## src/source/audio_pkg.sv

```systemverilog
// sample, gain and mixer configuration types shared by the audio path
// gains are unsigned fixed point with Q_BITS fraction bits
// the mixer core is fixed at two channels

`default_nettype none

package audio_pkg;

  localparam int AUDIO_WIDTH    = 24;
  localparam int GAIN_WIDTH     = 24;
  localparam int NR_OF_CHANNELS = 2;
  localparam int Q_BITS         = 7;   // default fraction bits

  typedef logic signed [AUDIO_WIDTH-1:0] sample_t;
  typedef logic        [GAIN_WIDTH-1:0]  gain_t;

  localparam gain_t UNITY_GAIN = gain_t'(1) << Q_BITS;  // 1.0, 128 at Q_BITS 7

  // saturation limits, also the re-armed peak values
  localparam sample_t SAMPLE_MAX = {1'b0, {(AUDIO_WIDTH-1){1'b1}}};
  localparam sample_t SAMPLE_MIN = {1'b1, {(AUDIO_WIDTH-1){1'b0}}};

  // ---------------------------------------------------------------------
  // stream and config structs
  // ---------------------------------------------------------------------
  typedef struct packed {
    sample_t left;
    sample_t right;
  } frame_t;  // 48 bits

  // pan bit per channel, 0 routes left and 1 routes right
  typedef struct packed {
    gain_t                             out_gain;
    gain_t [NR_OF_CHANNELS-1:0]        ch_gain;
    logic  [NR_OF_CHANNELS-1:0]        pan;
  } mix_cfg_t;  // 74 bits

  localparam logic [NR_OF_CHANNELS-1:0] PAN_RESET = 2'b10;  // ch0 left, ch1 right

  typedef struct packed {
    logic                      out_clip;  // either side saturated
    logic [NR_OF_CHANNELS-1:0] ch_clip;   // per channel gain stage
  } clip_t;  // 3 bits

endpackage

`default_nettype wire

```

## src/source/frame_serializer.sv

```systemverilog
// sends each mixed frame as left then right, dac_last on the right sample
// one frame at a time, mix_ready only while idle

`timescale 1ns/100ps
`default_nettype none

module frame_serializer (
  input  wire                  clk,
  input  wire                  rst_n,
  input  wire audio_pkg::frame_t mix,
  input  wire                  mix_valid,
  output logic                 mix_ready,
  output audio_pkg::sample_t   dac_data,
  output logic                 dac_last,
  output logic                 dac_valid,
  input  wire                  dac_ready
);

  import audio_pkg::*;

  typedef enum logic [1:0] {
    SER_IDLE,
    SER_SEND_LEFT,
    SER_SEND_RIGHT
  } ser_state_t;

  ser_state_t state;
  sample_t    right_q;  // parked while left is on the bus

  assign mix_ready = (state == SER_IDLE);

  always_ff @(posedge clk) begin : data_p
    if (state == SER_IDLE && mix_valid) begin
      right_q  <= mix.right;
      dac_data <= mix.left;
    end else if (state == SER_SEND_LEFT && dac_ready) begin
      dac_data <= right_q;
    end
  end

  // ---------------------------------------------------------------------
  // egress FSM
  // ---------------------------------------------------------------------
  always_ff @(posedge clk or negedge rst_n) begin : fsm_p
    if (!rst_n) begin
      state     <= SER_IDLE;
      dac_last  <= 1'b0;
      dac_valid <= 1'b0;
    end else begin
      case (state)
        SER_IDLE: begin
          if (mix_valid) begin
            state     <= SER_SEND_LEFT;
            dac_last  <= 1'b0;
            dac_valid <= 1'b1;      // cycle after the frame is taken
          end
        end
        SER_SEND_LEFT: begin
          if (dac_ready) begin
            state    <= SER_SEND_RIGHT;
            dac_last <= 1'b1;       // right sample closes the frame
          end
        end
        SER_SEND_RIGHT: begin
          if (dac_ready) begin
            state     <= SER_IDLE;
            dac_last  <= 1'b0;
            dac_valid <= 1'b0;
          end
        end
        default: begin
          state     <= SER_IDLE;
          dac_valid <= 1'b0;
        end
      endcase
    end
  end

endmodule

`default_nettype wire

```

## config.mk

```make
export PLATFORM = sky130hd
export DESIGN_NAME = frame_serializer
export DESIGN_NICKNAME = d
export VERILOG_FILES = /design/src/source/audio_pkg.sv /design/src/source/frame_serializer.sv
export SDC_FILE = /design/constraint.sdc
export NUM_CORES = 1
export LEC_CHECK = 0
export ABC_AREA = 1
export BUFFER_PORTS_ARGS = -buffer_cell sky130_fd_sc_hd__buf_2
export CAP_MARGIN = 20
export CORE_MARGIN = 5
export CORE_UTILIZATION = 51
export DETAILED_ROUTE_END_ITERATION = 6
export PLACE_DENSITY_LB_ADDON = 0.15
export SETUP_SLACK_MARGIN = 0.15
export SLEW_MARGIN = 10
export SYNTH_ARGS = -nofsm -noshare
export SYNTH_HDL_FRONTEND = slang
export SYNTH_SLANG_ARGS = --single-unit
```

## constraint.sdc

```tcl
create_clock -name clk -period 3.5 [get_ports clk]
set_input_delay 0.7 -clock clk [delete_from_list [all_inputs] [get_ports clk]]
set_output_delay 0.7 -clock clk [all_outputs]
set_load 0.1 [all_outputs]
```

# Yosys cells after proc, flatten, opt, wreduce, memory -nomap -nowiden
# Index checks and enable logic that the tools add are counted.
dict set report op_classes {
  n_eq_ne 5
  n_mux 12
  bitwise 1
  n_reduce_logical 8
}
# op n
set ops {}
lappend ops {{two-way mux 24 bit} 2}
lappend ops {{two-way mux 2 bit} 3}
lappend ops {{inequality test 2 bit (second input constant)} 3}
lappend ops {{case mux 1 bit (3 select lines)} 2}
lappend ops {{case mux 2 bit (3 select lines)} 1}
lappend ops {{AND reduction 3 bit} 2}
lappend ops {{two-way mux 1 bit} 4}
lappend ops {{AND reduction 4 bit} 1}
lappend ops {{nonzero test 3 bit} 1}
lappend ops {{equality test 2 x 1 -> 1 bit (second input constant)} 1}
lappend ops {{equality test 2 bit (second input constant)} 1}
lappend ops {{logical AND 1 bit} 2}
lappend ops {{zero test 2 bit} 1}
lappend ops {{nonzero test 2 bit} 1}
lappend ops {{NOT 1 bit} 1}
dict set report totals {
  register_bits 52
  in_bits 52
  out_inout_bits 27
  elab_cells 31
}

# Longest topological paths before layout
dict set report logic_depth {
  ltp_word 4
  ltp_mapped 6
  ltp_nobuf 5
}

# Worst setup path before layout
# No wires, ideal clock.
dict set report synth_timing {
  kind {register to register}
  startpoint {register state[1]}
  endpoint {register dac_data[0], enable pin}
  setup_time_ps 381
  arrival_ps 2236
  required_time_ps 3119
  setup_slack_ps 883
  stages_incl_launch_ff 6
  cell_sequence {dfrtp_1 -> nor2_2 -> nand2_2 -> buf_6 -> buf_6 -> nand2_1}
}
dict set report synth_between {
  elab_chain_len 3
}
# element line_no
set synth_lines {}
lappend synth_lines {{start: declaration} frame_serializer.sv:27} ;# ser_state_t state;
lappend synth_lines {{start signal: assignment} frame_serializer.sv:46} ;# state <= SER_IDLE;
lappend synth_lines {{start signal: assignment} frame_serializer.sv:53} ;# state <= SER_SEND_LEFT;
lappend synth_lines {{start signal: assignment} frame_serializer.sv:60} ;# state <= SER_SEND_RIGHT;
lappend synth_lines {{zero test 2 bit} n/a}
lappend synth_lines {{net mix_ready} frame_serializer.sv:12} ;# output logic mix_ready,
lappend synth_lines {{logical AND 1 bit} frame_serializer.sv:33} ;# if (state == SER_IDLE && mix_valid) begin
lappend synth_lines {{nonzero test 2 bit (no line)} n/a}
lappend synth_lines {{end signal: assignment} frame_serializer.sv:35} ;# dac_data <= mix.left;
lappend synth_lines {{end signal: assignment} frame_serializer.sv:37} ;# dac_data <= right_q;
lappend synth_lines {{end: declaration} frame_serializer.sv:13} ;# output audio_pkg::sample_t dac_data,
# The timed path passes the listed nets, and every way through them passes these cells.
# A chain may end at the register's enable or synchronous reset.

# Worst setup path after layout
dict set report layout_timing {
  startpoint {register state[1]}
  endpoint {register dac_data[18], enable pin}
}
dict set report layout_between {
  elab_chain_len 3
}
# element line_no
set layout_lines {}
lappend layout_lines {{equality test 2 x 1 -> 1 bit / zero test 2 bit (equally long branches)} {frame_serializer.sv:36, frame_serializer.sv:33}}
lappend layout_lines {{logical AND 1 bit, on equally long branches} {frame_serializer.sv:36, frame_serializer.sv:33}}
lappend layout_lines {{nonzero test 2 bit (no line) (*)} n/a}
# Every way passes the cells marked *; elsewhere a longest branch is shown, timed or not.

==> results.yml <==
sta:
  slew_violations: 0
  hold_violations: 0
  grt_setup_unrepaired: "no"
  hold_slack_ns: 0.189
  worst_pin_slew_ns: 0.910
  fmax_mhz: 470
  fin_tns_setup_ns: 0
  relSlewSlack_pct: 39.2
  fin_skew_ns: 0.00757
  timing.final.crit_share_pct: 60.7
  setup_ws_ns: 1.37
  setup_violations: 0
  fin_crit_ns: 2.13
detailed_routing:
  vias_per_cell: 4.57
  wl_um: 3340
  via_count: 1257
  final_antenna_net_count: 0
  wire_per_inst_um: 12.1
  drt_iter0_drc: 54
  drc: 0
  first_pass_iters: 4
floorplan:
  die_h_um: 72.0
  core-area_um2: 3690
  start_util_pct: 53.1
  io_pins: 79
  rows: 22
  dieArea_um2: 5180
  die_w_um: 72.0
yosys:
  ys_seq_area_share_pct: 78.7
  yosys.cell_count.top_type: "nand2_1"
  synthCells: 146
  syn_avg_cell_area_um2: 13.4
  synth_area_um2: 1960
  ys_warn_count: 0
  synth-edff-count: 48
  synth_nets: 198
  synth_top_area_cell: "edfxtp_1"
  ys_types: 11
  synth_seq_cells: 52
  netlist.area_leader.share_pct: 73.6
  synthArstFlopShare_pct: 7.69
  netlist_top_cells_count: "74 x nand2_1, 48 x edfxtp_1, 5 x nand2_2"
  yosys-top-cells-area: "edfxtp_1 74%, nand2_1 14%, dfrtp_1 5.1%, buf_6 2.3%, nand2_2 1.6%"
  ys.flop_type: "edfxtp_1"
clocking:
  post_cts_buffers: 0
  clock-sinks: 52
  ctsLongestPathBuffers: 2
  h-tree-depth: 2
  cts.clk_slew.worst_paths_ns: 0.08
  cts_resized: 0
  tritoncts: "built"
  clk-insertion-delay-late_ns: 0.30
  numCtsBuffers: 5
  cts_root_buffer: "clkbuf_8"
  hold_buffers: 0
place:
  port_buffers: 78
  pre_cts_ws_ns: 1.09
  dpl.hpwl_um: 2500
  gp_congestion: 0.730
global_routing:
  grt_pass1_vias: 1201
  grt_pass1_wl_um: 5190
  grtUsageMet1_pct: 13.5
  antenna_found_initial: 0
  met2_usage_pct: 24.6
  grt_overflow: 0
  grt_use_met3_pct: 5.26
  grt_busiest_layer: "met2"
  grt_max_degree: 49
  gr-usage-all-layers_pct: 13.5
setup_path:
  slowest_delay_ns: 0.82
  crit_chain: "nor2_2, nand2_2, nand2_1"
  crit_slowest_cell: "nand2_1"
  path_class: "reg -> reg"
  worstSetupEndpointType: "flip-flop"
  worst_setup_path_start_kind: "flip-flop"
  r2r-start: "state[1]"
  critical_path.max_fanout: 29
  rr_worst_depth: 3
  reg2reg_slack_ns: 1.37
  worstPathArrival_ns: 2.05
  cp.required_ns: 3.43
  reg2reg_to: "dac_data[18]"
finish:
  drive_gt1_share_pct: 41.0
  final_core_util_pct: 66.0
  areaGrowthSynthToFinish_pct: 24.4
  diodes: 0
  finalNetCount: 278
job:
  max_cap_violations: 0
status:
  status: "complete, no violations"
worst_hold_path:
  hold_class: "in -> async"
==> metrics by stage <==
| step | cells | area (um^2) |
|---|---|---|
| 2_1_floorplan | 146 | 1960 |
| 3_3_place_gp | 267 | 2350 |
| 3_5_place_dp | 267 | 2350 |
| 4_1_cts | 275 | 2440 |
| 5_1_grt | 275 | 2440 |
| 6_report | 275 | 2440 |
==> cell families after synthesis <==
| family | synth area share, % |
|---|---|
| and+or+nand+nor | 16.9 |
| AOI/OAI and AO/OA | 0.767 |
| buffers and inverters | 3.64 |
| DFF | 78.7 |
==> layout by cell type, fill, tap and decap left out, drive strengths merged <==
cell    instances
nand2          79
buf            78
edfxtp         48
clkbuf          5
dfrtp           4
nand3           3
o21ai           3
inv             3
clkinv          3
nor2            1
==> state kept, by name, indices dropped and copies added (netlist names) <==
name	count
dac_data	24
dac_valid	1
right_q	24
dac_last	1
state	2
==> critical path, delay by kind of cell (launching register included) <==
family | cells | cell delay [ns]
AND/OR/NAND/NOR | 3 | 1.32
flip-flops | 1 | 0.44
==> layout make-up <==
cell class              instances  area, um^2
clock inverters                 3        18.8
clock buffers                   5        68.8
well taps                      48        60.1
repair buffers                 78         390
fillers                       302        1250
inverters                       3        11.3
flip-flops and latches         52        1540
multi-input cells              86         345
==> worst max path at each step <==
| stage | start | end | slack, ns | cells past startpoint |
|---|---|---|---|---|
| after global placement | mix_valid | dac_data[10] | 1.14 | 3 |
| final | state[1] | dac_data[18] | 1.37 | 3 |
| after CTS | state[1] | dac_data[18] | 1.36 | 3 |
| after floorplan | state[1] | dac_data[0] | 0.88 | 5 |
| after detailed placement | mix_valid | dac_data[5] | 1.09 | 3 |
| after global routing | state[1] | dac_data[15] | 1.23 | 3 |
==> layer usage <==
metal,vias up,routed length (um)
li1,644,-
met1,564,1200
met2,43,1780
met3,6,296
met4,0,62
met5,-,0
Power is left out: the tool's default activity adds up to more than one toggle a clock period on the data nets, which glitch-free logic cannot reach.
