<file path="config.mk">
export PLATFORM = sky130hd
export DESIGN_NAME = mixer_regs
export DESIGN_NICKNAME = d
export VERILOG_FILES = /design/src/source/audio_pkg.sv /design/src/source/regs_pkg.sv /design/src/source/mixer_regs.sv
export SDC_FILE = /design/constraint.sdc
export NUM_CORES = 1
export LEC_CHECK = 0
export BUFFER_PORTS_ARGS = -buffer_cell sky130_fd_sc_hd__buf_2
export CORE_ASPECT_RATIO = 1.1
export CORE_MARGIN = 3
export CORE_UTILIZATION = 40
export CTS_BUF_LIST = sky130_fd_sc_hd__clkbuf_4 sky130_fd_sc_hd__clkbuf_8
export CTS_CLUSTER_DIAMETER = 80
export DETAILED_ROUTE_END_ITERATION = 12
export PLACE_DENSITY_LB_ADDON = 0.08
export SYNTH_ARGS = -nofsm -noshare
export SYNTH_HDL_FRONTEND = slang
export SYNTH_SLANG_ARGS = --single-unit
</file>
<file path="constraint.sdc">
create_clock -name clk -period 2.2 [get_ports clk]
set_clock_uncertainty 0.05 [all_clocks]
set_input_delay 0.11 -clock clk [delete_from_list [all_inputs] [get_ports clk]]
set_output_delay 0.11 -clock clk [all_outputs]
set_load 0.03 [all_outputs]
</file>
<file path="src/source/audio_pkg.sv">
// sample, gain and mixer configuration types shared by the audio path
// gains are unsigned fixed point with Q_BITS fraction bits
// the mixer core is fixed at two channels

`default_nettype none

package audio_pkg;

  localparam int AUDIO_WIDTH    = 24;
  localparam int GAIN_WIDTH     = 24;
  localparam int NR_OF_CHANNELS = 2;
  localparam int Q_BITS         = 7;   // default fraction bits

  typedef logic signed [AUDIO_WIDTH-1:0] sample_t;
  typedef logic        [GAIN_WIDTH-1:0]  gain_t;

  localparam gain_t UNITY_GAIN = gain_t'(1) << Q_BITS;  // 1.0, 128 at Q_BITS 7

  // saturation limits, also the re-armed peak values
  localparam sample_t SAMPLE_MAX = {1'b0, {(AUDIO_WIDTH-1){1'b1}}};
  localparam sample_t SAMPLE_MIN = {1'b1, {(AUDIO_WIDTH-1){1'b0}}};

  // ---------------------------------------------------------------------
  // stream and config structs
  // ---------------------------------------------------------------------
  typedef struct packed {
    sample_t left;
    sample_t right;
  } frame_t;  // 48 bits

  // pan bit per channel, 0 routes left and 1 routes right
  typedef struct packed {
    gain_t                             out_gain;
    gain_t [NR_OF_CHANNELS-1:0]        ch_gain;
    logic  [NR_OF_CHANNELS-1:0]        pan;
  } mix_cfg_t;  // 74 bits

  localparam logic [NR_OF_CHANNELS-1:0] PAN_RESET = 2'b10;  // ch0 left, ch1 right

  typedef struct packed {
    logic                      out_clip;  // either side saturated
    logic [NR_OF_CHANNELS-1:0] ch_clip;   // per channel gain stage
  } clip_t;  // 3 bits

endpackage

`default_nettype wire

</file>
<file path="src/source/regs_pkg.sv">
// register port types and register map of the mixer control block
// byte addresses, one 32 bit register per word, no byte strobes

`default_nettype none

package regs_pkg;

  typedef logic [6:0]  addr_t;
  typedef logic [31:0] data_t;

  typedef struct packed {
    logic  write;  // 1 write, 0 read
    addr_t addr;
    data_t data;
  } reg_req_t;  // 40 bits

  // ---------------------------------------------------------------------
  // register map
  // ---------------------------------------------------------------------
  localparam addr_t ADDR_VERSION  = 7'h00;  // ro
  localparam addr_t ADDR_OUT_GAIN = 7'h04;  // rw
  localparam addr_t ADDR_CH0_GAIN = 7'h08;  // rw
  localparam addr_t ADDR_CH1_GAIN = 7'h0C;  // rw
  localparam addr_t ADDR_PAN      = 7'h10;  // rw, bit per channel
  localparam addr_t ADDR_MAX_AMP  = 7'h14;  // ro, sign extended
  localparam addr_t ADDR_MIN_AMP  = 7'h18;  // ro, sign extended
  localparam addr_t ADDR_CLIP     = 7'h1C;  // ro, sticky
  localparam addr_t ADDR_CMD      = 7'h20;  // wo, self clearing

  // command bits in ADDR_CMD
  localparam int CMD_PEAK_CLEAR = 0;
  localparam int CMD_CLIP_CLEAR = 1;

  localparam data_t HW_VERSION = 32'd2058;

endpackage

`default_nettype wire
</file>
<file path="src/source/mixer_regs.sv">
// four-phase register slave, one access per req/ack cycle
// writes to read-only addresses are dropped, unmapped reads give 0
// gain resets use the package Q_BITS

`timescale 1ns/100ps
`default_nettype none

module mixer_regs (
  input  wire                    clk,
  input  wire                    rst_n,
  input  wire regs_pkg::reg_req_t reg_req,
  input  wire                    reg_req_valid,
  output logic                   reg_ack,
  output regs_pkg::data_t        reg_rdata,
  output audio_pkg::mix_cfg_t    cfg,
  output logic                   peak_clear,
  input  wire audio_pkg::sample_t max_amp,
  input  wire audio_pkg::sample_t min_amp,
  input  wire audio_pkg::clip_t  clip,
  input  wire                    clip_valid
);

  import audio_pkg::*;
  import regs_pkg::*;

  clip_t clip_sticky;
  data_t rd_value;
  logic  access;   // first cycle of a request
  logic  wr_en;
  logic  clip_clear;

  assign access     = reg_req_valid && !reg_ack;
  assign wr_en      = access && reg_req.write;
  assign clip_clear = wr_en && (reg_req.addr == ADDR_CMD) && reg_req.data[CMD_CLIP_CLEAR];

  // ---------------------------------------------------------------------
  // read mux
  // ---------------------------------------------------------------------
  always_comb begin : read_mux
    rd_value = '0;
    case (reg_req.addr)
      ADDR_VERSION:  rd_value = HW_VERSION;
      ADDR_OUT_GAIN: rd_value = data_t'(cfg.out_gain);
      ADDR_CH0_GAIN: rd_value = data_t'(cfg.ch_gain[0]);
      ADDR_CH1_GAIN: rd_value = data_t'(cfg.ch_gain[1]);
      ADDR_PAN:      rd_value = data_t'(cfg.pan);
      ADDR_MAX_AMP:  rd_value = {{(32-AUDIO_WIDTH){max_amp[AUDIO_WIDTH-1]}}, max_amp};
      ADDR_MIN_AMP:  rd_value = {{(32-AUDIO_WIDTH){min_amp[AUDIO_WIDTH-1]}}, min_amp};
      ADDR_CLIP:     rd_value = data_t'(clip_sticky);
      default:       rd_value = '0;   // also the write-only ADDR_CMD
    endcase
  end

  // ---------------------------------------------------------------------
  // handshake and writes
  // ---------------------------------------------------------------------
  always_ff @(posedge clk or negedge rst_n) begin : regs_p
    if (!rst_n) begin
      reg_ack      <= 1'b0;
      reg_rdata    <= '0;
      cfg.out_gain <= UNITY_GAIN;
      for (int c = 0; c < NR_OF_CHANNELS; c++) begin
        cfg.ch_gain[c] <= UNITY_GAIN;
      end
      cfg.pan      <= PAN_RESET;
      peak_clear   <= 1'b0;
    end else begin
      peak_clear <= 1'b0;           // pulse
      if (access) begin
        reg_ack   <= 1'b1;          // one cycle after req seen high
        reg_rdata <= reg_req.write ? '0 : rd_value;
      end else if (!reg_req_valid && reg_ack) begin
        reg_ack <= 1'b0;            // one cycle after req seen low
      end
      if (wr_en) begin
        case (reg_req.addr)
          ADDR_OUT_GAIN: cfg.out_gain   <= reg_req.data[GAIN_WIDTH-1:0];
          ADDR_CH0_GAIN: cfg.ch_gain[0] <= reg_req.data[GAIN_WIDTH-1:0];
          ADDR_CH1_GAIN: cfg.ch_gain[1] <= reg_req.data[GAIN_WIDTH-1:0];
          ADDR_PAN:      cfg.pan        <= reg_req.data[NR_OF_CHANNELS-1:0];
          ADDR_CMD:      peak_clear     <= reg_req.data[CMD_PEAK_CLEAR];
          default: ;                // read-only or unmapped
        endcase
      end
    end
  end

  // sticky clip status
  always_ff @(posedge clk or negedge rst_n) begin : clip_p
    if (!rst_n) begin
      clip_sticky <= '0;
    end else if (clip_clear) begin
      clip_sticky <= '0;
    end else if (clip_valid) begin
      clip_sticky <= clip_sticky | clip;
    end
  end

endmodule

`default_nettype wire

</file>
### Yosys cells after proc, flatten, opt, wreduce, memory -nomap -nowiden

Cells that the tools add are included.

| storage, ports and cells | value |
|---|---|
| register bits | 111 |
| bits of input ports | 95 |

| operators by class | value |
|---|---|
| equality and inequality tests | 8 |
| muxes and demuxes | 8 |
| bitwise operators | 1 |
| reduce and logical (&&, ||, !) cells | 14 |

Operator list:

| kind | number |
|---|---|
| $pmux 32 s8 | 1 |
| $mux 32 | 1 |
| $eq 7x5->1 const B | 4 |
| $eq 7x4->1 const B | 2 |
| $reduce_and 2->1 | 4 |
| $eq 7x3->1 const B | 1 |
| $eq 7x6->1 const B | 1 |
| $logic_not 7->1 | 1 |
| $mux 3 | 2 |
| $logic_and 1x1->1 | 5 |
| $mux 1 | 4 |
| $reduce_bool 2->1 | 2 |
| $or 3x3->3 | 1 |
| $logic_not 1->1 | 2 |

### Longest topological paths before layout

| logic depth | value |
|---|---|
| word-level depth | 6 |
| gate-level depth with buffers | 8 |
| mapped depth without buffers | 6 |

### Worst setup path before layout

Ideal clock, no wire load.

| timing | value |
|---|---|
| path kind | register to register |
| from | register reg_ack |
| to | register cfg[10] in the netlist's numbering |
| library setup time | 0.125 ns |
| data arrival time | 1.907 ns |
| path slack | 0.119 ns |
| stages on the path, launching flop included | 7 |
| path buffers | 1 |
| clock period less this slack | 2.081 ns |
| cell sequence | dfrtp_1 > inv_1 > ha_1 > nand2_1 > nor4_4 > buf_6 > mux2_2 |

| between the ends | value |
|---|---|
| word-level cells in the longest chain between the ends | 4 |

Ends and longest elaborated chain:

| item | line | source |
|---|---|---|
| start: declaration | mixer_regs.sv:13 | `output logic reg_ack,` |
| start signal: assignment | mixer_regs.sv:59 | `reg_ack <= 1'b0;` |
| start signal: assignment | mixer_regs.sv:70 | `reg_ack <= 1'b1;` |
| start signal: assignment | mixer_regs.sv:73 | `reg_ack <= 1'b0;` |
| $logic_not 1->1 | mixer_regs.sv:32 | `assign access = reg_req_valid && !reg_ack;` |
| $logic_and 1x1->1 | mixer_regs.sv:32 |  |
| named net access | mixer_regs.sv:28 | `logic access;` |
| $logic_and 1x1->1 | mixer_regs.sv:33 | `assign wr_en = access && reg_req.write;` |
| $reduce_and 2->1 (no source line) | - |  |
| end: declaration | mixer_regs.sv:15 | `output audio_pkg::mix_cfg_t cfg,` |

The timed path passes the listed nets, and every way through them passes these cells.
A chain may end at the register's enable or synchronous reset.

### Final worst setup path

| timing | value |
|---|---|
| from | register reg_ack |
| to | register cfg[20] in the netlist's numbering |

The elaborated chain is that of the path after synthesis.

==> out/metrics.cfg <==
[synthesis]
syn_area_sq_um=5080
synth_fp_nets=487
yosys_warnings=0
ys_ff_latch=104
synthArstFlopShare=1.00
synth_edf_count=0
synthFlopType=dfrtp_1
netlist_instances=391
avgSynthCellArea_sq_um=13.0
ys_seq_area_frac=0.513
synth_cell_type_count=46

[timing]
tightest_slew_ns=0.483
grt_setup_unrepaired=false
finalMaxSlewViolations=0
finalHoldViolCount=0
final_period_minus_worst_setup_slack_ns=1.94
slew-limit-headroom=0.678
fin_ws_ns=0.258
setup_viol=0
period_share=0.883
fmax_mhz=515
finalSetupTns_ns=0

[status]
status=finished clean

[min_path]
hold_end=reg_ack
hold_depth=3
min_from=reg_req_valid
hold_path.class=in2reg

[clock_tree]
clkSlewWorstSetupHoldPaths_ns=0.10
insertion_delay_ns=0.37
ctsHoldBuffers=31
cts_max_path_buffers=2
cts.repair.resized=0
htreeDepth=3
cts_root_buffer=clkbuf_8
cts_buffers=9
cts_tree=done
post_cts_buffers=0
clkSinkCount=104

[global_route]
antenna_found_initial=0
overflow=0
grt_usage=0.219
first_global_vias=4482
grt_max_degree=49
grt_pass1_wl_mm=24.3

[power_and_ir_drop]
power.density_nw_per_um2=591
vdd_ir_drop_max_mv=0.326
p_leak_nw=3.68

[floorplan]
initial_core_util=0.415
coreArea_sq_um=12200
die_y_um=124
rows=42
dieArea_sq_um=14100
die_w_um=113
ios=203

[worst_setup_path]
cp.required_ns=2.39
crit_slowest_cell=dfrtp_1
cp.arrival_ns=2.13
r2r_slack_ns=0.26
r2r-end=cfg[20]
r2r-start=reg_ack
critPathCaptureType=flop
cp_slowest_stage_delay_ns=0.40
cp_max_fo=13
startpoint_type=flop
r2r_cells=6
crit_chain=inv_1 -> ha_1 -> nand2_1 -> nor4_4 -> buf_4 -> mux2_2
critPathKind=reg2reg

[detailed_routing]
post-route-drc-count=0
drtAntennaViolNets=0
first_pass_iters=4
drtIter0Drc=183
vias=4191
wl_per_cell_um=19.6
wirelength_mm=15.2
viasPerCell=5.40

[placed_design]
finalWeightedCongestion=0.824
post-dp-hpwl_mm=10.9
port_buffers=194
place_ws_ns=0.280

[finish]
num_antenna_cells=0
drive_above_1_share=0.543
syn_to_final_growth_pct=32.2
layout_common_cells=193 x buf_2, 100 x dfrtp_1, 72 x mux2_2
fillCellCount=1130
layout.nets=713
layout_commonest_cell=buf_2

[flow_run]
max_cap_violations=0

## worst max path at each step
stage,startpoint,endpoint,slack (ns),cells past startpoint
final,reg_ack,cfg[20],0.26,6
after global routing,reg_ack,cfg[20],0.11,6
after CTS,reg_ack,cfg[20],0.25,6
after detailed placement,reg_ack,cfg[23],0.28,6
after global placement,reg_req[35],cfg[34],0.30,6
after floorplan,reg_ack,cfg[10],0.12,6
## kinds of logic after synthesis
group / after synthesis / share of synthesized area
AOI/OAI and AO/OA: 106 / 0.149
DFF: 104 / 0.513
muxes: 95 / 0.225
and+or+nand+nor: 47 / 0.0625
buffers and inverters: 38 / 0.0482
adders and majority gates: 1 / 0.00246
## worst max-delay path, delay by kind of cell (launching register included)
kind	cells	cell delay [ns]
simple gates	2	0.47
flops	1	0.40
buf+inv	2	0.35
mux	1	0.36
fa+ha+maj	1	0.18
## registers in the layout, indices dropped and copies added (netlist names)
signal,count
reg_rdata,25
peak_clear,1
clip_sticky,3
cfg,74
reg_ack,1
## report_power, final
part | switching (W) | internal, W | total, W
logic | 0.000444 | 0.000293 | 0.000737
clock network | 0.000647 | 0.000533 | 0.00118
registers | 0.0000636 | 0.00199 | 0.00206
total | 0.00115 | 0.00282 | 0.00397
## cells in the mapped netlist, drive strengths merged, types with 5 or more instances
| library cell | instances | area, sq um |
|---|---|---|
| dfrtp | 100 | 2500 |
| nand2 | 9 | 33.8 |
| nor2b | 6 | 37.5 |
| o2bb2ai | 5 | 43.8 |
| nor2 | 13 | 72.6 |
| o22ai | 19 | 119 |
| a22oi | 43 | 323 |
| buf | 27 | 204 |
| mux2 | 93 | 1120 |
| a21oi | 8 | 40.0 |
| clkbuf | 7 | 26.3 |
| a21o | 17 | 128 |
## routing by layer
layer	vias to the layer above	GRT usage	share of wire
met1	2091	0.288	0.43
met2	171	0.358	0.49
met3	12	0.0477	0.066
met5	-	0	0
li1	1917	-	-
met4	0	0.0686	0.013
## per-stage QoR
step	power [W]	std cells	util	instance area, sq um	hold slack [ns]
after floorplan	0.00247	391	-	5080	-0.236
final	0.00397	776	0.549	6720	0.0220
after global routing	0.00414	776	0.549	6720	0.0229
after global placement	0.00279	729	0.508	6210	-0.0248
after CTS	0.00401	776	0.549	6720	0.00390
after detailed placement	0.00280	729	0.508	6210	-0.0203
## cell type report
cell class | count | area, sq um | area share
multi-input cells | 249 | 2230 | 0.332
clock inverters | 2 | 13.8 | 0.00205
flip-flops and latches | 104 | 2610 | 0.388
well taps | 154 | 193 | 0.0287
clock buffers | 14 | 180 | 0.0268
inverters | 4 | 15.0 | 0.00223
repair buffers | 249 | 1480 | 0.220
Note: power is estimated with default switching activity, not from simulation.
