### src/source/audio_pkg.sv
// sample, gain and mixer configuration types shared by the audio path
// gains are unsigned fixed point with Q_BITS fraction bits
// the mixer core is fixed at two channels

`default_nettype none

package audio_pkg;

  localparam int AUDIO_WIDTH    = 24;
  localparam int GAIN_WIDTH     = 24;
  localparam int NR_OF_CHANNELS = 2;
  localparam int Q_BITS         = 7;   // default fraction bits

  typedef logic signed [AUDIO_WIDTH-1:0] sample_t;
  typedef logic        [GAIN_WIDTH-1:0]  gain_t;

  localparam gain_t UNITY_GAIN = gain_t'(1) << Q_BITS;  // 1.0, 128 at Q_BITS 7

  // saturation limits, also the re-armed peak values
  localparam sample_t SAMPLE_MAX = {1'b0, {(AUDIO_WIDTH-1){1'b1}}};
  localparam sample_t SAMPLE_MIN = {1'b1, {(AUDIO_WIDTH-1){1'b0}}};

  // ---------------------------------------------------------------------
  // stream and config structs
  // ---------------------------------------------------------------------
  typedef struct packed {
    sample_t left;
    sample_t right;
  } frame_t;  // 48 bits

  // pan bit per channel, 0 routes left and 1 routes right
  typedef struct packed {
    gain_t                             out_gain;
    gain_t [NR_OF_CHANNELS-1:0]        ch_gain;
    logic  [NR_OF_CHANNELS-1:0]        pan;
  } mix_cfg_t;  // 74 bits

  localparam logic [NR_OF_CHANNELS-1:0] PAN_RESET = 2'b10;  // ch0 left, ch1 right

  typedef struct packed {
    logic                      out_clip;  // either side saturated
    logic [NR_OF_CHANNELS-1:0] ch_clip;   // per channel gain stage
  } clip_t;  // 3 bits

endpackage

`default_nettype wire

### src/source/frame_assembler.sv
// pairs left/right samples into frames, adc_last marks the right sample
// a left sample without a following right one is overwritten by the next
// peaks follow every accepted sample, signed

`timescale 1ns/100ps
`default_nettype none

module frame_assembler (
  input  wire                  clk,
  input  wire                  rst_n,
  input  wire audio_pkg::sample_t adc_data,
  input  wire                  adc_last,
  input  wire                  adc_valid,
  output logic                 adc_ready,
  output audio_pkg::frame_t    frm,
  output logic                 frm_valid,
  input  wire                  frm_ready,
  input  wire                  peak_clear,
  output audio_pkg::sample_t   max_amp,
  output audio_pkg::sample_t   min_amp
);

  import audio_pkg::*;

  sample_t left_q;    // waiting for its right partner
  logic    adc_fire;

  // stall only while the held frame is not taken this cycle
  assign adc_ready = !frm_valid || frm_ready;
  assign adc_fire  = adc_valid && adc_ready;

  // ---------------------------------------------------------------------
  // pairing
  // ---------------------------------------------------------------------
  always_ff @(posedge clk) begin : pair_data_p
    if (adc_fire && !adc_last) begin
      left_q <= adc_data;
    end
    if (adc_fire && adc_last) begin
      frm.left  <= left_q;
      frm.right <= adc_data;
    end
  end

  always_ff @(posedge clk or negedge rst_n) begin : pair_valid_p
    if (!rst_n) begin
      frm_valid <= 1'b0;
    end else begin
      if (adc_fire && adc_last) begin
        frm_valid <= 1'b1;                 // next cycle after right sample
      end else if (frm_ready) begin
        frm_valid <= 1'b0;
      end
    end
  end

  // ---------------------------------------------------------------------
  // peak tracking
  // ---------------------------------------------------------------------
  always_ff @(posedge clk or negedge rst_n) begin : peak_p
    if (!rst_n) begin
      max_amp <= SAMPLE_MIN;   // anything beats it
      min_amp <= SAMPLE_MAX;
    end else if (peak_clear) begin
      max_amp <= SAMPLE_MIN;   // clear wins over a sample in the same cycle
      min_amp <= SAMPLE_MAX;
    end else if (adc_fire) begin
      if ($signed(adc_data) > $signed(max_amp)) begin
        max_amp <= adc_data;
      end
      if ($signed(adc_data) < $signed(min_amp)) begin
        min_amp <= adc_data;
      end
    end
  end

endmodule

`default_nettype wire

### config.mk
export PLATFORM = sky130hd
export DESIGN_NAME = frame_assembler
export DESIGN_NICKNAME = d
export VERILOG_FILES = /design/src/source/audio_pkg.sv /design/src/source/frame_assembler.sv
export SDC_FILE = /design/constraint.sdc
export NUM_CORES = 1
export LEC_CHECK = 0
export ABC_CLOCK_PERIOD_IN_PS = 3100
export BUFFER_PORTS_ARGS = -buffer_cell sky130_fd_sc_hd__buf_4
export CAP_MARGIN = 20
export CORE_MARGIN = 2
export CORE_UTILIZATION = 56
export CTS_BUF_LIST = sky130_fd_sc_hd__clkbuf_2 sky130_fd_sc_hd__clkbuf_4 sky130_fd_sc_hd__clkbuf_8
export CTS_CLUSTER_DIAMETER = 60
export DETAILED_ROUTE_END_ITERATION = 12
export GPL_TIMING_DRIVEN = 0
export HOLD_SLACK_MARGIN = 0.15
export MAX_ROUTING_LAYER = met4
export PLACE_DENSITY = 0.82
export SETUP_SLACK_MARGIN = 0.5
export SKIP_LAST_GASP = 1
export SLEW_MARGIN = 20
export SYNTH_ARGS = -nofsm -noshare
export SYNTH_HDL_FRONTEND = slang
export SYNTH_SLANG_ARGS = --single-unit
### constraint.sdc
create_clock -name clk -period 3.1 [get_ports clk]
set_clock_uncertainty 0.2 [all_clocks]
set_input_delay 0.93 -clock clk [delete_from_list [all_inputs] [get_ports clk]]
set_output_delay 0.93 -clock clk [all_outputs]
set_load 0.05 [all_outputs]
* After elaboration in Yosys (flattened, before gate mapping)
Index checks and enable logic that the tools add are counted.
** Operators by class
- Multiplexer cells :: 8
- Reduce and logical (&&, ||, !) cells :: 12
- $lt $le $gt $ge :: 2
** Operator list (number)
- $mux W24 :: 6
- $gt A24 B24 Y1 :: 1
- $lt A24 B24 Y1 :: 1
- $reduce_bool A2 Y1 :: 4
- $reduce_and A2 Y1 :: 2
- $logic_and A1 B1 Y1 :: 3
- $logic_not A1 Y1 :: 2
- $mux W1 :: 2
- $logic_or A1 B1 Y1 :: 1
** Storage, ports and cells
- Bits in registers :: 121
- Word-level logic and storage cells :: 28

* Depth between registers and ports, before layout
Gate-level depths: netlist (run 1).
- Depth in word-level cells :: 5
- Gate-level depth with buffers :: 10
- Depth with buffers taken out :: 9

* Worst setup path before layout (run 1)
OpenSTA, ideal clock, no wires.
- Path kind :: in2reg
- Start :: in frm_ready
- End :: reg left_q[0], enable pin
- Buffers on the path :: 0
- Stages :: 3
- Setup slack :: -126 ps
- Data arrival time :: 2621 ps
- Path through :: nand2b_1 > nand2_1 > nor2_1
** Between the ends
- Word-level cells in the longest chain between the ends :: 3
** Ends and longest elaborated chain
- start, declared :: line frame_assembler.sv:17 : input wire frm_ready,
- $logic_or A1 B1 Y1 :: line frame_assembler.sv:29 : assign adc_ready = !frm_valid || frm_ready;
- $logic_and A1 B1 Y1 :: line frame_assembler.sv:30 : assign adc_fire = adc_valid && adc_ready;
- $logic_and A1 B1 Y1 :: line frame_assembler.sv:36 : if (adc_fire && !adc_last) begin
- end signal, assigned :: line frame_assembler.sv:37 : left_q <= adc_data;
- end, declared :: line frame_assembler.sv:25 : sample_t left_q;
No other way between the ends.
A chain may end at the register's enable or synchronous reset.

* Worst setup path after layout (run 1)
- Start :: in adc_data[21]
- End :: reg max_amp[8]
** Between the ends
- Word-level cells in the longest chain between the ends :: 3
** Ends and longest elaborated chain
- start, declared :: line frame_assembler.sv:11 : input wire audio_pkg::sample_t adc_data,
- $gt A24 B24 Y1 :: line frame_assembler.sv:68 : if ($signed(adc_data) > $signed(max_amp)) begin
- $reduce_bool A2 Y1 (no source line)
- $reduce_and A2 Y1 (no source line)
- end signal, assigned :: line frame_assembler.sv:69 : max_amp <= adc_data;
- end, declared :: line frame_assembler.sv:19 : output audio_pkg::sample_t max_amp,
No other way between the ends.

==> results of run 1 <==
logic make-up (layout without fill, tap and decap cells):
group | Yosys count | count (layout) | share of synthesized area
AND/OR/NAND/NOR | 141 | 141 | 0.125
multiplexers | 50 | 50 | 0.0910
adder cells (fa/ha/maj) | 47 | 47 | 0.102
flip-flops | 121 | 121 | 0.592
AO/OA/AOI/OAI | 37 | 37 | 0.0381
buffers and inverters | 62 | 250 | 0.0516
metal layers:
metal	global-route usage	up-vias
met1	0.349	2141
met2	0.458	190
met4	0.116	0
met3	0.0823	41
met5	-	-
li1	-	1948
registers in the layout, indices dropped and copies added (netlist names):
signal,cells
frm,48
left_q,24
frm_valid,1
min_amp,24
max_amp,24
worst max-delay path, cell delays in order:
cell,delay [ns]
buf_4,0.14
ha_1,0.30
nand4_1,0.25
nor4_4,0.25
o311ai_1,0.17
nand3_2,0.12
mux2i_4,0.28
buf_12,0.16
buf_12,0.13
mux2i_2,0.23
final timing paths:
check	from	end	slack (ns)	cells after the start
max in group asynchronous	rst_n	max_amp[0]	1.94	1
min in group asynchronous	rst_n	max_amp[13]	0.31	1
max reg2reg	max_amp[23]	max_amp[8]	0.32	10
max	adc_data[21]	max_amp[8]	0.30	10
min reg2reg	left_q[21]	frm[45]	0.21	0
min	left_q[21]	frm[45]	0.21	0
power by group through the flow:
| stage | Combinational [W] | Clock [W] | Sequential (W) |
|---|---|---|---|
| 2_1_floorplan | 0.000431 | 0 | 0.00224 |
| 3_3_place_gp | 0.00104 | 0 | 0.00194 |
| 3_5_place_dp | 0.00108 | 0 | 0.00194 |
| 4_1_cts | 0.00125 | 0.00140 | 0.00191 |
| 5_1_grt | 0.00139 | 0.00146 | 0.00192 |
| 6_report | 0.00132 | 0.00138 | 0.00191 |
stage by stage:
step	cell area (µm²)	setup slack [ns]	setup TNS, ns
floorplan	6070	0.224	0
global placement	7190	-0.319	-11.79
detailed placement	7190	-0.395	-12.54
CTS	8030	0.384	0
global route	8230	0.187	0
finish	8230	0.301	0
layout make-up:
type,count,area [µm²],area share
Buffer,14,118,0.0143
Clock buffer,20,263,0.0319
Clock inverter,12,128,0.0155
Inverter,48,184,0.0223
Multi-Input combinational cell,275,2570,0.312
Sequential cell,121,3420,0.415
Tap cell,136,170,0.0207
Timing Repair Buffer,156,1390,0.168
cell usage after synthesis (all sizes together):
master  instances
mux2i          50
ha             47
a21oi          21
nor4            2
a41oi           1
dfstp          24
buf             4
or2             1
nor3            1
o311ai          1
a32oi           1
o211ai          1
nand3           6
nor2           52
a221oi          2
nand2          16
inv            48
nand4           8
and4            1
nand2b         52
a211oi          2
o21ai           8
nor2b           2
clkbuf         10
dfrtp          25
edfxtp         72
cells in the final DEF (no fill, tap or decap), types with 15 or more instances in the layout:
| cell | count |
|---|---|
| buf_4 | 135 |
| edfxtp_1 | 72 |
| nand2b_1 | 51 |
| nor2_1 | 50 |
| inv_1 | 42 |
| mux2i_1 | 41 |
| ha_4 | 26 |
| dfrtp_1 | 25 |
| dfstp_2 | 24 |
| ha_1 | 19 |
| clkbuf_8 | 18 |
| nand2_1 | 15 |
timing repair:
item,in CTS,in global routing
endpoints found under the setup margin,48,48
buffers inserted,19,6
pin swaps,12,18
resized for setup,41,32
gates cloned,4,0
==> run summary, run 1 <==
Status -> completed
Weighted congestion at the end of routability-driven global placement -> 0.828
Buffers on Ports -> 126
Tot GR Track Use -> 0.288
Cell Rows -> 37
Final min period -> 2.80 ns
Clock Sink Count -> 121
Post-synthesis register bit count -> 121
Pre-antenna DRT Iters -> 5
Worst vdd rail ir drop -> 444 µV
Combinational cell fraction of total power -> 0.286
Die W -> 106 µm
Number of antenna violations at the first check in global routing -> 0
Yosys warnings -> 0
Portion of total power attributed to sequential cells -> 0.414
DP Cell Count -> 720
Class of the most critical setup path -> in2reg
CTS HTree Levels -> 4
Clk root buf -> clkbuf_8
Power density normalized to cell area -> 561 nW/µm²
Highest routed metal layer -> met4
Clock Latency Late Sink -> 0.45 ns
Initial cell density of the core -> 0.567
Switching Share -> 0.322
Required time reported for the critical path endpoint -> 3.26 ns
Final Hold Fails -> 0
Routed wire length -> 15300 µm
HPWL after DPL -> 9450 µm
Wire length of the first global-routing pass -> 23200 µm
Synth area leader -> edfxtp_1
Vias per cell -> 5.52
Clock tree from TritonCTS -> yes
Maximum number of pins on one net before global-route repair -> 50
Post-synth design cell area -> 5770 µm²
Area contributors post-synth -> edfxtp_1 (37%), dfstp_2 (11%), dfrtp_1 (11%)
Worst min path class -> reg2reg
Length of routed met2 wiring -> 7810 µm
CP endpoint kind -> flop
Total chip power -> 0.00461 W
Number of DRC violations after detailed routing -> 0
Post-Syn Instances -> 458
Final Max Slew Viols -> 0
Internal power consumption -> 0.00313 W
Antenna diode count -> 0
Initial DRC count -> 261
Hold Buf Count CTS -> 0
Area share of the largest cell type after synthesis -> 0.375
Routed length per placed instance -> 19.5 µm
Critical path fanouts, max -> 6
Layout cell share with drive strength beyond 1 -> 0.441
Max-Slew Margin vs Limit -> 0.405
Total Die Area -> 11100 µm²
Final setup violation count -> 0
Count of distinct cell types in the synthesized netlist -> 30
Transition time of the tightest slew-check pin -> 0.891 ns
Total CTS buffers -> 17
Clock-pin slew reported for the worst setup and hold paths after clock tree synthesis -> 0.07 ns
Clock Path Buffers -> 2
Met3 WL -> 1110 µm
Leak Pwr -> 3.45 nW
Via total after detailed routing -> 4320
Count of placed standard cells in the final layout, fillers left out -> 782
Number of nets at the end of the flow -> 710
Area of the core -> 10200 µm²
Setup repair after global routing missed its margin -> true
Net Switching -> 0.00149 W
Hold Slack -> 0.214 ns
Via count of the first global-routing pass -> 4499
Relative contribution of the clock network to total power -> 0.300
Element type at the critical path start -> input pin
Fin crit share -> 0.903
Fmax -> 357 MHz
Data arrival, critical path -> 2.96 ns
Overflow left after global routing -> 0
Die outline height -> 106 µm
Fill cell count -> 597
Average cell area after synthesis -> 12.6 µm²
Growth of design area from synthesis to finish -> 42.6%
Max-cap check violation count -> 0
# IOs -> 128
Post-Route M1 WL -> 5870 µm
Sequential element share of the synthesized area -> 0.592
Core Util, Final -> 0.808
Net count of the mapped netlist -> 535
Residual antenna-violating net count after detailed routing -> 0
Note: power is estimated with default switching activity, not from simulation.
==> run 2, diff against run 1 <==
--- a/config.mk
+++ b/config.mk
@@ -5,20 +5,19 @@
 export SDC_FILE = /design/constraint.sdc
 export NUM_CORES = 1
 export LEC_CHECK = 0
-export ABC_CLOCK_PERIOD_IN_PS = 3100
+export ABC_CLOCK_PERIOD_IN_PS = 3500
 export BUFFER_PORTS_ARGS = -buffer_cell sky130_fd_sc_hd__buf_4
 export CAP_MARGIN = 20
 export CORE_MARGIN = 2
-export CORE_UTILIZATION = 56
+export CORE_UTILIZATION = 60
 export CTS_BUF_LIST = sky130_fd_sc_hd__clkbuf_2 sky130_fd_sc_hd__clkbuf_4 sky130_fd_sc_hd__clkbuf_8
 export CTS_CLUSTER_DIAMETER = 60
 export DETAILED_ROUTE_END_ITERATION = 12
 export GPL_TIMING_DRIVEN = 0
 export HOLD_SLACK_MARGIN = 0.15
 export MAX_ROUTING_LAYER = met4
-export PLACE_DENSITY = 0.82
+export PLACE_DENSITY = 0.87
 export SETUP_SLACK_MARGIN = 0.5
-export SKIP_LAST_GASP = 1
 export SLEW_MARGIN = 20
 export SYNTH_ARGS = -nofsm -noshare
 export SYNTH_HDL_FRONTEND = slang
==> constraint.sdc (replaced) <==
create_clock -name clk -period 3.5 [get_ports clk]
set_clock_uncertainty 0.2 [all_clocks]
set_input_delay 1.05 -clock clk [delete_from_list [all_inputs] [get_ports clk]]
set_output_delay 1.05 -clock clk [all_outputs]
set_load 0.05 [all_outputs]
==> run 2 against run 1 <==
Against the previous run: flip-flop and latch count unchanged; core utilization up 2.3 points; global-route usage down 2.4 points; critical path type unchanged; highest routed layer unchanged.
==> run summary, run 2 (synthesized netlist as in run 1, its figures left out) <==
Area of the core -> 9280 µm² (was 10200 µm²)
Register bank with the most flops -> frm (unchanged)
Clock Latency Late Sink -> 0.43 ns (was 0.45 ns)
Antenna diode count -> 0 (unchanged)
Die outline height -> 102 µm (was 106 µm)
Initial DRC count -> 234 (was 261)
Total CTS buffers -> 17 (unchanged)
Setup repair after global routing missed its margin -> false (was true)
Critical path fanouts, max -> 6 (unchanged)
Relative contribution of the clock network to total power -> 0.282 (was 0.300)
Residual antenna-violating net count after detailed routing -> 0 (unchanged)
Most frequent standard cell in the layout excluding fill and tap cells -> buf_4 (unchanged)
Clock-pin slew reported for the worst setup and hold paths after clock tree synthesis -> 0.08 ns (was 0.07 ns)
Leak Pwr -> 3.29 nW (was 3.45 nW)
Count of placed standard cells in the final layout, fillers left out -> 755 (was 782)
Net Switching -> 0.00127 W (was 0.00149 W)
Most frequent cells in the layout -> buf_4 (128), edfxtp_1 (72), nand2b_1 (51), nor2_1 (51) (was buf_4 (135), edfxtp_1 (72), nand2b_1 (51), nor2_1 (50), inv_1 (42))
CTS HTree Levels -> 4 (unchanged)
Clock tree from TritonCTS -> yes (unchanged)
Tot GR Track Use -> 0.264 (was 0.288)
Max-cap check violation count -> 0 (unchanged)
Switching Share -> 0.336 (was 0.322)
Reg-to-Reg End -> max_amp[7] (was max_amp[8])
Overflow left after global routing -> 0 (unchanged)
Final min period -> 2.97 ns
Portion of total power attributed to sequential cells -> 0.446 (was 0.414)
Transition time of the tightest slew-check pin -> 0.991 ns (was 0.891 ns)
Combinational cell fraction of total power -> 0.272 (was 0.286)
Clk root buf -> clkbuf_8 (unchanged)
Routed wire length -> 13500 µm (was 15300 µm)
Vias per cell -> 5.36 (was 5.52)
Class of the most critical setup path -> in2reg (unchanged)
Required time reported for the critical path endpoint -> 3.63 ns (was 3.26 ns)
Element type at the critical path start -> input pin (unchanged)
Data arrival, critical path -> 3.10 ns (was 2.96 ns)
Total Die Area -> 10400 µm² (was 11100 µm²)
Fmax -> 336 MHz
Power density normalized to cell area -> 490 nW/µm² (was 561 nW/µm²)
Via total after detailed routing -> 4044 (was 4320)
DP Cell Count -> 714 (was 720)
Worst hold endpoint -> frm[47] (was frm[45])
Clock Sink Count -> 121 (unchanged)
Buffers on Ports -> 126 (unchanged)
Number of DRC violations after detailed routing -> 0 (unchanged)
Hold Startpoint -> left_q[23] (was left_q[21])
Final Hold Fails -> 0 (unchanged)
Clock Path Buffers -> 2 (unchanged)
Cell depth of the worst flop-to-flop path -> 10 (unchanged)
Die W -> 102 µm (was 106 µm)
Worst vdd rail ir drop -> 254 µV (was 444 µV)
Delay of the slowest cell on the worst path -> 0.33 ns (was 0.30 ns)
Worst min path class -> reg2reg (unchanged)
Growth of design area from synthesis to finish -> 33.7% (was 42.6%)
Start of the worst register-to-register path -> max_amp[23] (unchanged)
Core Util, Final -> 0.831 (was 0.808)
Number of antenna violations at the first check in global routing -> 0 (unchanged)
Hold-critical path depth -> 0 (unchanged)
Weighted congestion at the end of routability-driven global placement -> 0.861 (was 0.828)
Total chip power -> 0.00379 W (was 0.00461 W)
Most common cell on crit path -> buf_12 (unchanged)
Initial cell density of the core -> 0.622 (was 0.567)
Via count of the first global-routing pass -> 3930 (was 4499)
CP endpoint kind -> flop (unchanged)
Cell Rows -> 35 (was 37)
Max-Slew Margin vs Limit -> 0.338 (was 0.405)
HPWL after DPL -> 9230 µm (was 9450 µm)
Status -> completed (unchanged)
Number of flip-flops under the largest register name -> 48 (unchanged)
Final setup violation count -> 0 (unchanged)
Pre-antenna DRT Iters -> 5 (unchanged)
Setup slack, reg-to-reg -> 0.76 ns (was 0.32 ns)
Fin crit share -> 0.849
Maximum number of pins on one net before global-route repair -> 50 (unchanged)
Routed length per placed instance -> 17.8 µm (was 19.5 µm)
Internal power consumption -> 0.00251 W (was 0.00313 W)
Number of nets at the end of the flow -> 691 (was 710)
Layout cell share with drive strength beyond 1 -> 0.377 (was 0.441)
Library cell contributing the largest single delay on the critical path -> ha_1 (unchanged)
Wire length of the first global-routing pass -> 19700 µm (was 23200 µm)
Hold Slack -> 0.215 ns (was 0.214 ns)
# IOs -> 128 (unchanged)
Final Max Slew Viols -> 0 (unchanged)
List of cells traversed by the critical path -> buf_4 -> ha_1 -> nand2_1 -> o21ai_0 -> nand2b_1 -> o311ai_2 -> nand3_2 -> mux2i_4 -> buf_12 -> buf_12 -> mux2i_1 (was buf_4 -> ha_1 -> nand4_1 -> nor4_4 -> o311ai_1 -> nand3_2 -> mux2i_4 -> buf_12 -> buf_12 -> mux2i_2)
run 2: cell types whose count changed in the layout (fill, tap and decap cells not counted), sizes merged:
cell      delta
buf         -22
clkinv       +4
bufinv       -2
clkinvlp     -2
inv          +2
run 2: power groups by stage:
stage	Clock [W]	Combinational (W)	Sequential, W
final	0.00107	0.00103	0.00169
after global routing	0.00114	0.00109	0.00170
after global placement	0	0.000904	0.00171
after detailed placement	0	0.000934	0.00172
after floorplan	0	0.000372	0.00198
after CTS	0.00108	0.000947	0.00169
run 2: repair_timing:
| item | CTS | global route |
|---|---|---|
| hold endpoints to repair | 0 | 0 |
| buffers inserted | 3 | 4 |
| pin swaps | 0 | 6 |
| cloned | 0 | 3 |
| gates resized for setup | 0 | 13 |
| hold buffers | 0 | 0 |
| setup endpoints to repair | 35 | 47 |
run 2: worst max-delay path: cells and delay by family:
family,cells,cell delay (ns)
compound gates,2,0.45
fa+ha+maj,1,0.33
buf+inv,3,0.43
mux,2,0.47
simple gates,3,0.38
run 2: how the worst max path moves through the flow:
stage	start	to	slack, ns
floorplan	adc_data[11]	max_amp[10]	0.50
detailed placement	adc_data[19]	max_amp[10]	-0.003
global placement	adc_data[19]	max_amp[9]	0.05
global route	adc_data[23]	max_amp[17]	0.48
finish	adc_data[11]	max_amp[7]	0.53
CTS	adc_data[11]	min_amp[22]	0.54
run 2: through the flow:
stage | setup WS (ns) | area, µm² | TNS (ns)
after detailed placement | -0.00335 | 7130 | -0.00335
after floorplan | 0.500 | 6010 | 0
after global placement | 0.0526 | 7120 | 0
final | 0.527 | 7720 | 0
after CTS | 0.545 | 7490 | 0
after global routing | 0.475 | 7720 | 0
run 2: per-layer routing:
layer	part of all wire	track usage	vias to the layer above	routed length, µm
met5	0	-	-	0
met4	0.022	0.0831	0	290
met3	0.061	0.0609	26	819
met2	0.50	0.429	155	6750
met1	0.42	0.331	1954	5590
li1	-	-	1909	-
run 2: layout make-up:
class	instances	area (µm²)
well taps	129	161
plain buffers	14	118
inverters	48	184
clock inverters	14	101
fillers	513	1570
flip-flops and latches	121	3420
clock buffers	17	234
repair buffers	137	1120
multi-input cells	275	2380
==> run 3, diff against run 2 <==
--- a/config.mk
+++ b/config.mk
@@ -5,18 +5,18 @@
 export SDC_FILE = /design/constraint.sdc
 export NUM_CORES = 1
 export LEC_CHECK = 0
-export ABC_CLOCK_PERIOD_IN_PS = 3500
+export ABC_CLOCK_PERIOD_IN_PS = 3110
 export BUFFER_PORTS_ARGS = -buffer_cell sky130_fd_sc_hd__buf_4
 export CAP_MARGIN = 20
 export CORE_MARGIN = 2
-export CORE_UTILIZATION = 60
+export CORE_UTILIZATION = 56
 export CTS_BUF_LIST = sky130_fd_sc_hd__clkbuf_2 sky130_fd_sc_hd__clkbuf_4 sky130_fd_sc_hd__clkbuf_8
 export CTS_CLUSTER_DIAMETER = 60
 export DETAILED_ROUTE_END_ITERATION = 12
 export GPL_TIMING_DRIVEN = 0
 export HOLD_SLACK_MARGIN = 0.15
 export MAX_ROUTING_LAYER = met4
-export PLACE_DENSITY = 0.87
+export PLACE_DENSITY = 0.82
 export SETUP_SLACK_MARGIN = 0.5
 export SLEW_MARGIN = 20
 export SYNTH_ARGS = -nofsm -noshare
==> constraint.sdc (replaced) <==
create_clock -name clk -period 3.11 [get_ports clk]
set_clock_uncertainty 0.2 [all_clocks]
set_input_delay 0.933 -clock clk [delete_from_list [all_inputs] [get_ports clk]]
set_output_delay 0.933 -clock clk [all_outputs]
set_load 0.05 [all_outputs]
==> run 3 against run 2 <==
Against the previous run: via count is 7.0% higher; setup slack worse by 0.22 ns; global-route usage is 2.4 points higher; clock-buffer cell count is 3 higher; power is 22% higher; register-to-register slack worse by 0.44 ns; die area is 6.9% higher; combinational power is 28% higher; largest cell class unchanged; largest power group unchanged.
==> run summary, run 3 (synthesized netlist as in run 1, its figures left out) <==
Fmax -> 357 MHz
CP endpoint kind -> flop (unchanged)
Element type at the critical path start -> input pin (unchanged)
Max-cap check violation count -> 0 (unchanged)
Routed wire length -> 15400 µm (was 13500 µm)
Area of the core -> 10200 µm² (was 9280 µm²)
# IOs -> 128 (unchanged)
Setup repair after global routing missed its margin -> true (was false)
Total chip power -> 0.00461 W (was 0.00379 W)
Final std cell area, no fill -> 8240 µm² (was 7720 µm²)
Most frequent cells in the layout -> buf_4 (135), edfxtp_1 (72), nand2b_1 (51), nor2_1 (50), inv_1 (42) (was buf_4 (128), edfxtp_1 (72), nand2b_1 (51), nor2_1 (51))
Wire length of the first global-routing pass -> 23200 µm (was 19700 µm)
Post-Route M1 WL -> 5870 µm (was 5590 µm)
Status -> completed (unchanged)
Pre-antenna DRT Iters -> 5 (unchanged)
Register bank with the most flops -> frm (unchanged)
Number of nets at the end of the flow -> 710 (was 691)
Vias per cell -> 5.54 (was 5.36)
Number of flip-flops under the largest register name -> 48 (unchanged)
Transition time of the tightest slew-check pin -> 0.874 ns (was 0.991 ns)
Max-Slew Margin vs Limit -> 0.416 (was 0.338)
Weighted congestion at the end of routability-driven global placement -> 0.828 (was 0.861)
CTS HTree Levels -> 4 (unchanged)
Required time reported for the critical path endpoint -> 3.27 ns (was 3.63 ns)
Combinational cell fraction of total power -> 0.287 (was 0.272)
Net Switching -> 0.00149 W (was 0.00127 W)
Layout cell share with drive strength beyond 1 -> 0.441 (was 0.377)
Clock Sink Count -> 121 (unchanged)
Met3 WL -> 1180 µm (was 819 µm)
Antenna diode count -> 0 (unchanged)
Tot GR Track Use -> 0.288 (was 0.264)
Routed length per placed instance -> 19.6 µm (was 17.8 µm)
Relative contribution of the clock network to total power -> 0.300 (was 0.282)
Final Max Slew Viols -> 0 (unchanged)
Die W -> 106 µm (was 102 µm)
Via total after detailed routing -> 4329 (was 4044)
DP Cell Count -> 720 (was 714)
Internal power consumption -> 0.00312 W (was 0.00251 W)
Clock Latency Late Sink -> 0.45 ns (was 0.43 ns)
Data arrival, critical path -> 2.96 ns (was 3.10 ns)
Setup crit end -> max_amp[8] (was max_amp[7])
Via count of the first global-routing pass -> 4494 (was 3930)
Final setup violation count -> 0 (unchanged)
Final setup TNS -> 0 ns (unchanged)
Clk root buf -> clkbuf_8 (unchanged)
Final Hold Fails -> 0 (unchanged)
Core Util, Final -> 0.809 (was 0.831)
Buffers on Ports -> 126 (unchanged)
Fin crit share -> 0.901
Cell depth of the worst flop-to-flop path -> 10 (unchanged)
Highest routed metal layer -> met4 (unchanged)
Initial cell density of the core -> 0.567 (was 0.622)
Clock tree from TritonCTS -> yes (unchanged)
Clock Path Buffers -> 2 (unchanged)
Crit. Startpoint -> adc_data[21] (was adc_data[11])
Hold Buf Count CTS -> 0 (unchanged)
Reg-to-Reg End -> max_amp[8] (was max_amp[7])
Growth of design area from synthesis to finish -> 42.7% (was 33.7%)
Most frequent standard cell in the layout excluding fill and tap cells -> buf_4 (unchanged)
Maximum number of pins on one net before global-route repair -> 50 (unchanged)
Critical path fanouts, max -> 6 (unchanged)
Cell Rows -> 37 (was 35)
Leak Pwr -> 3.45 nW (was 3.29 nW)
Standard cell area after detailed placement -> 7190 µm² (was 7130 µm²)
Portion of total power attributed to sequential cells -> 0.413 (was 0.446)
Residual antenna-violating net count after detailed routing -> 0 (unchanged)
Count of placed standard cells in the final layout, fillers left out -> 782 (was 755)
Worst vdd rail ir drop -> 444 µV (was 254 µV)
Number of antenna violations at the first check in global routing -> 0 (unchanged)
Overflow left after global routing -> 0 (unchanged)
Clock-pin slew reported for the worst setup and hold paths after clock tree synthesis -> 0.07 ns (was 0.08 ns)
Total Die Area -> 11100 µm² (was 10400 µm²)
Number of DRC violations after detailed routing -> 0 (unchanged)
Setup slack, reg-to-reg -> 0.32 ns (was 0.76 ns)
Die outline height -> 106 µm (was 102 µm)
Initial DRC count -> 252 (was 234)
Length of routed met2 wiring -> 7870 µm (was 6750 µm)
Switching Share -> 0.323 (was 0.336)
HPWL after DPL -> 9450 µm (was 9230 µm)
Worst min path class -> reg2reg (unchanged)
Total CTS buffers -> 17 (unchanged)
Class of the most critical setup path -> in2reg (unchanged)
Start of the worst register-to-register path -> max_amp[23] (unchanged)
Power density normalized to cell area -> 559 nW/µm² (was 490 nW/µm²)
Final min period -> 2.80 ns
## run 3: cell count changes in the layout (fill, tap and decap cells not counted), sizes merged
cell | previous run | this run
inv | 49 | 47
clkinvlp | 3 | 5
bufinv | 0 | 2
clkinv | 10 | 6
buf | 138 | 160
## run 3: timing repair
item,in CTS,in global routing
endpoints found under the setup margin,48,48
gates cloned,4,0
gates resized for setup,42,32
setup buffers,18,7
pin swaps,12,19
## run 3: per-layer routing
layer | vias to the layer above | global-route usage
met5 | - | -
met4 | 0 | 0.116
met3 | 41 | 0.0823
met1 | 2146 | 0.349
met2 | 200 | 0.458
li1 | 1942 | -
## run 3: critical path, cell delays in order
cell and delay (ns):
buf_4 0.14, ha_1 0.30, nand4_1 0.25, nor4_4 0.25
o311ai_1 0.17, nand3_2 0.12, mux2i_4 0.28, buf_12 0.16
buf_12 0.13, mux2i_2 0.23
## run 3: final cells by class
type                            instances  area [µm²]
Fill cell                             595        1950
Clock inverter                         12         128
Sequential cell                       121        3420
Inverter                               48         184
Timing Repair Buffer                  156        1390
Buffer                                 14         118
Multi-Input combinational cell        275        2570
Clock buffer                           20         263
Tap cell                              136         170
## run 3: metrics by stage
step	worst slack (ns)	hold slack [ns]
2_1_floorplan	0.231	0.200
4_1_cts	0.391	0.214
6_report	0.307	0.212
3_3_place_gp	-0.312	0.200
3_5_place_dp	-0.388	0.205
5_1_grt	0.197	0.222
## run 3: worst min path at each step
stage	from	end	slack, ns	depth (start not counted)
after floorplan	left_q[0]	frm[24]	0.20	0
final	left_q[21]	frm[45]	0.21	0
after detailed placement	left_q[2]	frm[26]	0.21	0
after CTS	left_q[21]	frm[45]	0.21	0
after global placement	left_q[0]	frm[24]	0.20	0
after global routing	left_q[21]	frm[45]	0.22	0
## run 3: power by group through the flow
| stage | registers, W | logic (W) | clock network, W |
|---|---|---|---|
| 2_1_floorplan | 0.00223 | 0.000429 | 0 |
| 3_3_place_gp | 0.00193 | 0.00104 | 0 |
| 3_5_place_dp | 0.00193 | 0.00108 | 0 |
| 4_1_cts | 0.00190 | 0.00125 | 0.00139 |
| 5_1_grt | 0.00191 | 0.00139 | 0.00145 |
| 6_report | 0.00190 | 0.00132 | 0.00138 |
